## src/bp_pkg.sv

```systemverilog
`default_nettype none

package bp_pkg;

    // Width of every fetch address and branch target
    localparam int addr_w = 32;

    // First fetch address out of reset
    localparam logic [addr_w-1:0] reset_pc = 32'h0000_1000;

    // Two-bit saturating counter
    typedef logic [1:0] ctr_t;

    // Counter encoding, taken once at or above weakly taken
    localparam ctr_t ctr_strong_not_taken = 2'b00;
    localparam ctr_t ctr_weak_not_taken = 2'b01;
    localparam ctr_t ctr_weak_taken = 2'b10;
    localparam ctr_t ctr_strong_taken = 2'b11;

    // Default sizes, overridden from the top level
    localparam int default_hist_bits = 4;
    localparam int default_btb_entries = 16;
    localparam int default_corr_depth = 4;

endpackage

`default_nettype wire

```

## src/global_history_register.sv

```systemverilog
`timescale 1ns/100ps
`default_nettype none

module global_history_register #(
    parameter int hist_bits = bp_pkg::default_hist_bits
) (
    input  wire                 clk,
    input  wire                 reset,
    input  wire                 id_ex_branch,
    input  wire                 pcsrc,
    output logic [hist_bits-1:0] branch_history
);

    // Newest outcome enters at bit 0
    // Oldest outcome falls off the top
    logic [hist_bits-1:0] history_shifted;

    assign history_shifted = {branch_history[hist_bits-2:0], pcsrc};

    // Only resolved branches move the history
    // Jumps and plain fetches leave it alone
    always_ff @(posedge clk) begin
        if (reset) begin
            // All not taken out of reset
            branch_history <= '0;
        end else if (id_ex_branch) begin
            branch_history <= history_shifted;
        end
    end

endmodule

`default_nettype wire

```

## src/pattern_history_table.sv

```systemverilog
`timescale 1ns/100ps
`default_nettype none

module pattern_history_table #(
    parameter int hist_bits = bp_pkg::default_hist_bits
) (
    input  wire                 clk,
    input  wire                 reset,
    input  wire                 id_ex_branch,
    input  wire                 pcsrc,
    input  wire [hist_bits-1:0] branch_history,
    output logic                taken
);

    import bp_pkg::*;

    // One counter per history pattern
    localparam int entries = 2 ** hist_bits;

    ctr_t counters [entries];

    // Counter currently selected by the history
    ctr_t cur_ctr;
    // Value it moves to on a resolution
    ctr_t next_ctr;

    assign cur_ctr = counters[branch_history];

    // Same as the counter's upper bit
    assign taken = (cur_ctr >= ctr_weak_taken);

    // Saturating step in the resolved direction
    always_comb begin
        next_ctr = cur_ctr;
        if (pcsrc) begin
            if (cur_ctr != ctr_strong_taken) begin
                next_ctr = cur_ctr + 2'd1;
            end
        end else begin
            if (cur_ctr != ctr_strong_not_taken) begin
                next_ctr = cur_ctr - 2'd1;
            end
        end
    end

    // Training uses the history before this edge's shift,
    // i.e. the pattern the branch was predicted with
    always_ff @(posedge clk) begin
        if (reset) begin
            // Every entry starts weakly not taken
            for (int i = 0; i < entries; i++) begin
                counters[i] <= ctr_weak_not_taken;
            end
        end else if (id_ex_branch) begin
            counters[branch_history] <= next_ctr;
        end
    end

endmodule

`default_nettype wire

```

## src/branch_target_buffer.sv

```systemverilog
`timescale 1ns/100ps
`default_nettype none

module branch_target_buffer #(
    parameter int btb_entries = bp_pkg::default_btb_entries
) (
    input  wire                       clk,
    input  wire                       reset,
    input  wire                       id_ex_branch,
    input  wire                       pcsrc,
    input  wire [bp_pkg::addr_w-1:0]  id_ex_pc,
    input  wire [bp_pkg::addr_w-1:0]  pc_branch,
    input  wire [bp_pkg::addr_w-1:0]  pc,
    output logic [bp_pkg::addr_w-1:0] pc_target,
    output logic                      hit
);

    import bp_pkg::*;

    // Index sits just above the two word-offset bits
    localparam int idx_w = $clog2(btb_entries);
    // Tag is everything above the index
    localparam int tag_w = addr_w - idx_w - 2;

    // Entry storage
    logic              entry_valid [btb_entries];
    logic [tag_w-1:0]  entry_tag [btb_entries];
    logic [addr_w-1:0] entry_target [btb_entries];

    // Lookup side, from the fetch PC
    logic [idx_w-1:0] lookup_idx;
    logic [tag_w-1:0] lookup_tag;

    // Update side, from the resolving branch
    logic [idx_w-1:0] write_idx;
    logic [tag_w-1:0] write_tag;
    logic             write_en;

    assign lookup_idx = pc[idx_w+1:2];
    assign lookup_tag = pc[addr_w-1:idx_w+2];

    assign write_idx = id_ex_pc[idx_w+1:2];
    assign write_tag = id_ex_pc[addr_w-1:idx_w+2];

    // Only taken branches install a target
    assign write_en = id_ex_branch && pcsrc;

    // Combinational lookup
    // Target is meaningless without hit
    assign hit = entry_valid[lookup_idx] && (entry_tag[lookup_idx] == lookup_tag);
    assign pc_target = entry_target[lookup_idx];

    // Valid bits cleared on reset
    always_ff @(posedge clk) begin
        if (reset) begin
            for (int i = 0; i < btb_entries; i++) begin
                entry_valid[i] <= 1'b0;
            end
        end else if (write_en) begin
            entry_valid[write_idx] <= 1'b1;
        end
    end

    // Tag and target follow the valid bit
    // Aliasing branch simply replaces the old one
    always_ff @(posedge clk) begin
        if (write_en) begin
            entry_tag[write_idx] <= write_tag;
            entry_target[write_idx] <= pc_branch;
        end
    end

endmodule

`default_nettype wire

```

## src/branch_correction_buffer.sv

```systemverilog
`timescale 1ns/100ps
`default_nettype none

module branch_correction_buffer #(
    parameter int corr_depth = bp_pkg::default_corr_depth
) (
    input  wire                       clk,
    input  wire                       reset,
    input  wire [bp_pkg::addr_w-1:0]  pc,
    input  wire                       hit,
    input  wire                       taken,
    input  wire [bp_pkg::addr_w-1:0]  pc_target,
    input  wire                       id_ex_branch,
    input  wire                       id_ex_hit,
    input  wire                       pcsrc,
    output logic [bp_pkg::addr_w-1:0] pc_reverse,
    output logic                      wrong
);

    import bp_pkg::*;

    localparam int ptr_w = $clog2(corr_depth);
    localparam int cnt_w = $clog2(corr_depth + 1);

    // Queue payload, no reset needed
    logic              dir_mem [corr_depth];
    logic [addr_w-1:0] alt_mem [corr_depth];

    // Queue control
    logic [ptr_w-1:0] rd_ptr;
    logic [ptr_w-1:0] wr_ptr;
    logic [cnt_w-1:0] count;

    logic             empty;
    logic             full;
    logic             push;
    logic             pop;
    logic [addr_w-1:0] alt_pc;

    // Circular pointer step, depth need not be a power of two
    function automatic logic [ptr_w-1:0] ptr_inc(input logic [ptr_w-1:0] p);
        if (p == ptr_w'(corr_depth - 1)) begin
            return '0;
        end
        return p + 1'b1;
    endfunction

    assign empty = (count == '0);
    assign full = (count == cnt_w'(corr_depth));

    // Every predicted fetch is recorded
    // Record dropped when full
    assign push = hit && !full;
    // Branches that hit at fetch retire their record in order
    assign pop = id_ex_branch && id_ex_hit && !empty;

    // Path the fetch did not follow
    assign alt_pc = taken ? (pc + addr_w'(4)) : pc_target;

    // Oldest record against the real outcome
    assign wrong = pop && (dir_mem[rd_ptr] != pcsrc);
    assign pc_reverse = alt_mem[rd_ptr];

    always_ff @(posedge clk) begin
        if (reset) begin
            rd_ptr <= '0;
            wr_ptr <= '0;
            count <= '0;
        end else if (wrong) begin
            // Everything younger was fetched down the bad path
            rd_ptr <= '0;
            wr_ptr <= '0;
            count <= '0;
        end else begin
            if (push) begin
                wr_ptr <= ptr_inc(wr_ptr);
            end
            if (pop) begin
                rd_ptr <= ptr_inc(rd_ptr);
            end
            if (push && !pop) begin
                count <= count + 1'b1;
            end else if (pop && !push) begin
                count <= count - 1'b1;
            end
        end
    end

    // Fetch in a flush cycle is on the bad path too
    always_ff @(posedge clk) begin
        if (push && !wrong) begin
            dir_mem[wr_ptr] <= taken;
            alt_mem[wr_ptr] <= alt_pc;
        end
    end

endmodule

`default_nettype wire

```

## src/fetch_pc_select.sv

```systemverilog
`timescale 1ns/100ps
`default_nettype none

module fetch_pc_select (
    input  wire                       clk,
    input  wire                       reset,
    input  wire                       taken,
    input  wire                       hit,
    input  wire [bp_pkg::addr_w-1:0]  pc_target,
    input  wire                       wrong,
    input  wire [bp_pkg::addr_w-1:0]  pc_reverse,
    input  wire                       id_ex_jump,
    input  wire                       id_ex_hit,
    input  wire                       pcsrc,
    input  wire [bp_pkg::addr_w-1:0]  pc_branch,
    output logic [bp_pkg::addr_w-1:0] pc,
    output logic                      pc_taken,
    output logic                      miss_redirect
);

    import bp_pkg::*;

    logic [addr_w-1:0] pc_plus4;
    logic [addr_w-1:0] pc_next;

    assign pc_plus4 = pc + addr_w'(4);

    // Predicted taken only with a known target
    assign pc_taken = taken && hit;

    // Taken branch the buffer never saw at fetch
    assign miss_redirect = pcsrc && !id_ex_hit;

    // Next fetch address, EX redirect wins over everything
    always_comb begin
        if (id_ex_jump || miss_redirect) begin
            pc_next = pc_branch;
        end else if (wrong) begin
            // Back onto the path recorded at fetch
            pc_next = pc_reverse;
        end else if (pc_taken) begin
            pc_next = pc_target;
        end else begin
            pc_next = pc_plus4;
        end
    end

    // No stall, a new address every cycle
    always_ff @(posedge clk) begin
        if (reset) begin
            pc <= reset_pc;
        end else begin
            pc <= pc_next;
        end
    end

endmodule

`default_nettype wire

```

## src/global_prediction_top.sv

```systemverilog
`timescale 1ns/100ps
`default_nettype none

module global_prediction_top #(
    parameter int hist_bits = bp_pkg::default_hist_bits,
    parameter int btb_entries = bp_pkg::default_btb_entries,
    parameter int corr_depth = bp_pkg::default_corr_depth
) (
    input  wire                       clk,
    input  wire                       reset,
    input  wire                       id_ex_branch,
    input  wire                       pcsrc,
    input  wire [bp_pkg::addr_w-1:0]  id_ex_pc,
    input  wire [bp_pkg::addr_w-1:0]  pc_branch,
    input  wire                       id_ex_jump,
    input  wire                       id_ex_hit,
    output logic [bp_pkg::addr_w-1:0] pc,
    output logic                      wrong,
    output logic                      miss_redirect,
    output logic                      hit,
    output logic                      pc_taken
);

    import bp_pkg::*;

    // Between predictor blocks
    logic [hist_bits-1:0] branch_history;
    logic                 taken;
    logic [addr_w-1:0]    pc_target;
    logic [addr_w-1:0]    pc_reverse;

    // Outcome history from EX
    global_history_register #(
        .hist_bits(hist_bits)
    ) ghr_i (
        .clk(clk),
        .reset(reset),
        .id_ex_branch(id_ex_branch),
        .pcsrc(pcsrc),
        .branch_history(branch_history)
    );

    // Direction from the history pattern
    pattern_history_table #(
        .hist_bits(hist_bits)
    ) pht_i (
        .clk(clk),
        .reset(reset),
        .id_ex_branch(id_ex_branch),
        .pcsrc(pcsrc),
        .branch_history(branch_history),
        .taken(taken)
    );

    // Target for the current fetch PC
    branch_target_buffer #(
        .btb_entries(btb_entries)
    ) btb_i (
        .clk(clk),
        .reset(reset),
        .id_ex_branch(id_ex_branch),
        .pcsrc(pcsrc),
        .id_ex_pc(id_ex_pc),
        .pc_branch(pc_branch),
        .pc(pc),
        .pc_target(pc_target),
        .hit(hit)
    );

    // Recovery addresses for predicted branches
    branch_correction_buffer #(
        .corr_depth(corr_depth)
    ) bcb_i (
        .clk(clk),
        .reset(reset),
        .pc(pc),
        .hit(hit),
        .taken(taken),
        .pc_target(pc_target),
        .id_ex_branch(id_ex_branch),
        .id_ex_hit(id_ex_hit),
        .pcsrc(pcsrc),
        .pc_reverse(pc_reverse),
        .wrong(wrong)
    );

    // PC register and next-address priority
    fetch_pc_select pc_sel_i (
        .clk(clk),
        .reset(reset),
        .taken(taken),
        .hit(hit),
        .pc_target(pc_target),
        .wrong(wrong),
        .pc_reverse(pc_reverse),
        .id_ex_jump(id_ex_jump),
        .id_ex_hit(id_ex_hit),
        .pcsrc(pcsrc),
        .pc_branch(pc_branch),
        .pc(pc),
        .pc_taken(pc_taken),
        .miss_redirect(miss_redirect)
    );

endmodule

`default_nettype wire

```

## config.mk

```make
export PLATFORM = sky130hd
export DESIGN_NAME = global_prediction_top
export DESIGN_NICKNAME = d
export VERILOG_FILES = /design/src/bp_pkg.sv /design/src/global_history_register.sv /design/src/pattern_history_table.sv /design/src/branch_target_buffer.sv /design/src/branch_correction_buffer.sv /design/src/fetch_pc_select.sv /design/src/global_prediction_top.sv
export SDC_FILE = /design/constraint.sdc
export NUM_CORES = 1
export LEC_CHECK = 0
export BUFFER_PORTS_ARGS = -buffer_cell sky130_fd_sc_hd__buf_2
export CORE_MARGIN = 1.5
export CORE_UTILIZATION = 65
export DETAILED_ROUTE_END_ITERATION = 12
export PLACE_DENSITY = 0.87
export SLEW_MARGIN = 15
export SYNTH_ARGS = -nofsm -noshare
export SYNTH_HDL_FRONTEND = slang
export SYNTH_SLANG_ARGS = --single-unit
```

## constraint.sdc

```tcl
create_clock -name clk -period 10.8 [get_ports clk]
set_input_delay 2.16 -clock clk [delete_from_list [all_inputs] [get_ports clk]]
set_output_delay 2.16 -clock clk [all_outputs]
set_load 0.05 [all_outputs]
```

==> results.cfg <==
[run_status]
status = finished clean

[place]
dp_slack_ns = 3.64
port_buffers = 103
hpwl_microns = 64100
dpl.cell_count = 3338
gp_congestion = 0.980

[floorplan]
initial_core_util_pct = 66.0
die_x_microns = 270
coreArea_sq_um = 70400
io_pins = 106
die_h_microns = 270
die_area_sq_um = 73100
num_rows = 97

[grt]
grt-ovfl-total = 0
grt_max_degree = 85
global_route.usage.total_pct = 33.4
antenna_found_initial = 8
grt_pass1_vias = 26400
grt_pass1_wl_microns = 175000

[cts]
clock-sinks = 1157
clk_pin_slew_ns = 0.06
cts_root_buf = clkbuf_16
cts-resized-gates = 0
postCtsHoldBufs = 0
ctsHtreeMaxLevel = 3
cts_buffers = 110
cts_tree = built
cts_setup_buffers = 0
clk_path_buf_depth = 3
clock_latency_ns = 0.70

[synth]
yosysTopAreaCellShare_pct = 70.6
yosysWarnings = 0
synth_nets = 2465
syn_area_sq_um = 46400
yosysUniqueCellTypes = 71
avgSynthCellArea_sq_um = 19.5
synth_most_common_cell = edfxtp_1
synth_edf_count = 1092
ys_seq_elements = 1157
synth_area_leaders = edfxtp_1 (71%), mux4_2 (13%), dfxtp_1 (2.8%)
synth_common_cells = edfxtp_1 (1092), mux4_2 (269), nor2_1 (140), mux2i_1 (129), clkbuf_1 (74)
ys.flop_type = edfxtp_1
async_flop_share_pct = 0
synth_largest_area_cell = edfxtp_1
seq_area_frac_synth_pct = 73.4
synth_cells = 2387

[cells_and_area]
fillers = 3733
regArea_sq_um = 34100
num-nets-final = 2588
stdcell_count = 3547
utilization_pct = 73.4
drive_above_1_share_pct = 26.0
areaGrowthSynthToFinish_pct = 11.2
multiInputGateArea_sq_um = 11800

[routing]
dr_total_vias = 25700
first_pass_iters = 8
wl_per_cell_microns = 34.0
drt_iter0_markers = 3895
route.detailed.drc = 0
wirelength_microns = 121000
antenna_left = 0
vias_per_cell = 7.24

[sta]
post-route-min-period_ns = 7.91
finalSetupTns_ns = 0
rsz0062_at_grt = false
setup_viol = 0
timing.final.max_slew_violations = 0
fin_crit_sh_pct = 73.3
fin_worst_skew_ns = 0.0252
max_slew.worst_pin.slew_ns = 1.23
fmax_mhz = 126
hold_viol_final = 0
fin_ws_ns = 2.89
hold_slack_ns = 0.465
maxSlewHeadroom_pct = 17.8

[worst_setup_path]
crit_path_end_kind = output port
worstSetupPathType = reg -> out
crit_fanout = 51
startpoint_type = register
cp.arrival_ns = 5.75
required_ns = 8.64

[job]
cap_violations = 0

[min_path]
hp-class = reg -> reg

[power_and_ir_drop]
power_density_nw_per_um2 = 187
vdd_drop_max_v = 0.000179
p_leak_uw = 0.0165
-- cell type report --
cell class / count / share of cell area, %
Antenna cell: 3 / 0.0145
Clock buffer: 151 / 5.96
Clock inverter: 55 / 1.08
Inverter: 18 / 0.133
Multi-Input combinational cell: 1074 / 22.8
Sequential cell: 1157 / 66.0
Tap cell: 940 / 2.28
Timing Repair Buffer: 149 / 1.69
-- state kept, by name, summed over array words and instances (netlist names), named ones only --
| register | flops |
|---|---|
| bcb_i.count | 3 |
| btb_i.entry_target | 512 |
| pht_i.counters | 32 |
| ghr_i.branch_history | 4 |
| bcb_i.rd_ptr | 2 |
| bcb_i.wr_ptr | 2 |
| bcb_i.dir_mem | 4 |
| bcb_i.alt_mem | 128 |
| btb_i.entry_valid | 16 |
| btb_i.entry_tag | 416 |
| pc_sel_i.pc | 32 |
-- stage by stage --
stage	power, uW	instance area (sq um)
floorplan	5590	46400
global placement	5800	48000
detailed placement	5840	48000
CTS	9660	51700
global route	9870	51700
finish	9680	51700
-- worst paths after layout --
path                                                     from                       endpoint  slack (ns)  cells after the start
worst max-delay path                pc_sel_i.pc[2]$_SDFF_PP0_                       pc_taken        2.89                     10
worst min register to register  btb_i.entry_valid[13]$_DFF_P_  btb_i.entry_valid[13]$_DFF_P_        0.47                      1
worst max register to register      pc_sel_i.pc[3]$_SDFF_PP0_      pc_sel_i.pc[3]$_SDFF_PP0_        4.61                     12
worst min-delay path            btb_i.entry_valid[13]$_DFF_P_  btb_i.entry_valid[13]$_DFF_P_        0.47                      1
-- critical path: stages (launching register included) --
cell	delay (ns)
dfxtp_4	0.72
buf_4	0.84
nor2_1	0.39
a22o_1	0.32
o21a_1	0.18
or4b_1	0.57
or4_1	0.56
and2_1	0.20
or2_2	0.31
nor4_1	0.53
buf_2	0.38
-- power by group --
part           switching (uW)  internal [uW]
registers                61.9           4980
clock network            1680           2220
logic                     462            275
-- logic make-up after synthesis --
logic type / share of synthesized area, %
adders and majority gates: 0.253
xor gates and xnor gates: 0.999
AOI/OAI and AO/OA: 2.41
buffers and inverters: 1.48
muxes: 17.3
and+or+nand+nor: 4.20
DFF: 73.4
-- layer usage --
metal | vias up | GRT usage, % | wire length (microns)
li1 | 10000 | - | -
met1 | 13000 | 43.1 | 40500
met2 | 2156 | 53.7 | 58400
met3 | 477 | 7.98 | 14800
met4 | 4 | 17.1 | 6780
met5 | - | 0 | 27
-- cells in the final DEF, fill, tap and decap left out, drive strengths merged, types with 11 or more instances in the layout --
cell type	netlist	routed
a2111oi	31	31
nand2	67	67
nor2b	11	11
nand3	35	35
nand2b	16	16
nor2	140	140
clkinv	2	42
clkbuf	74	151
mux2	59	59
mux2i	129	129
dfxtp	65	65
a21oi	15	15
buf	64	149
xnor2	34	34
xor2	19	19
o22ai	20	20
o21ai	16	16
a22oi	11	11
nor4	13	13
nor3	59	59
edfxtp	1092	1092
inv	16	19
mux4	269	269
nand4	14	14
No activity file was read; power rests on OpenSTA's default activity.
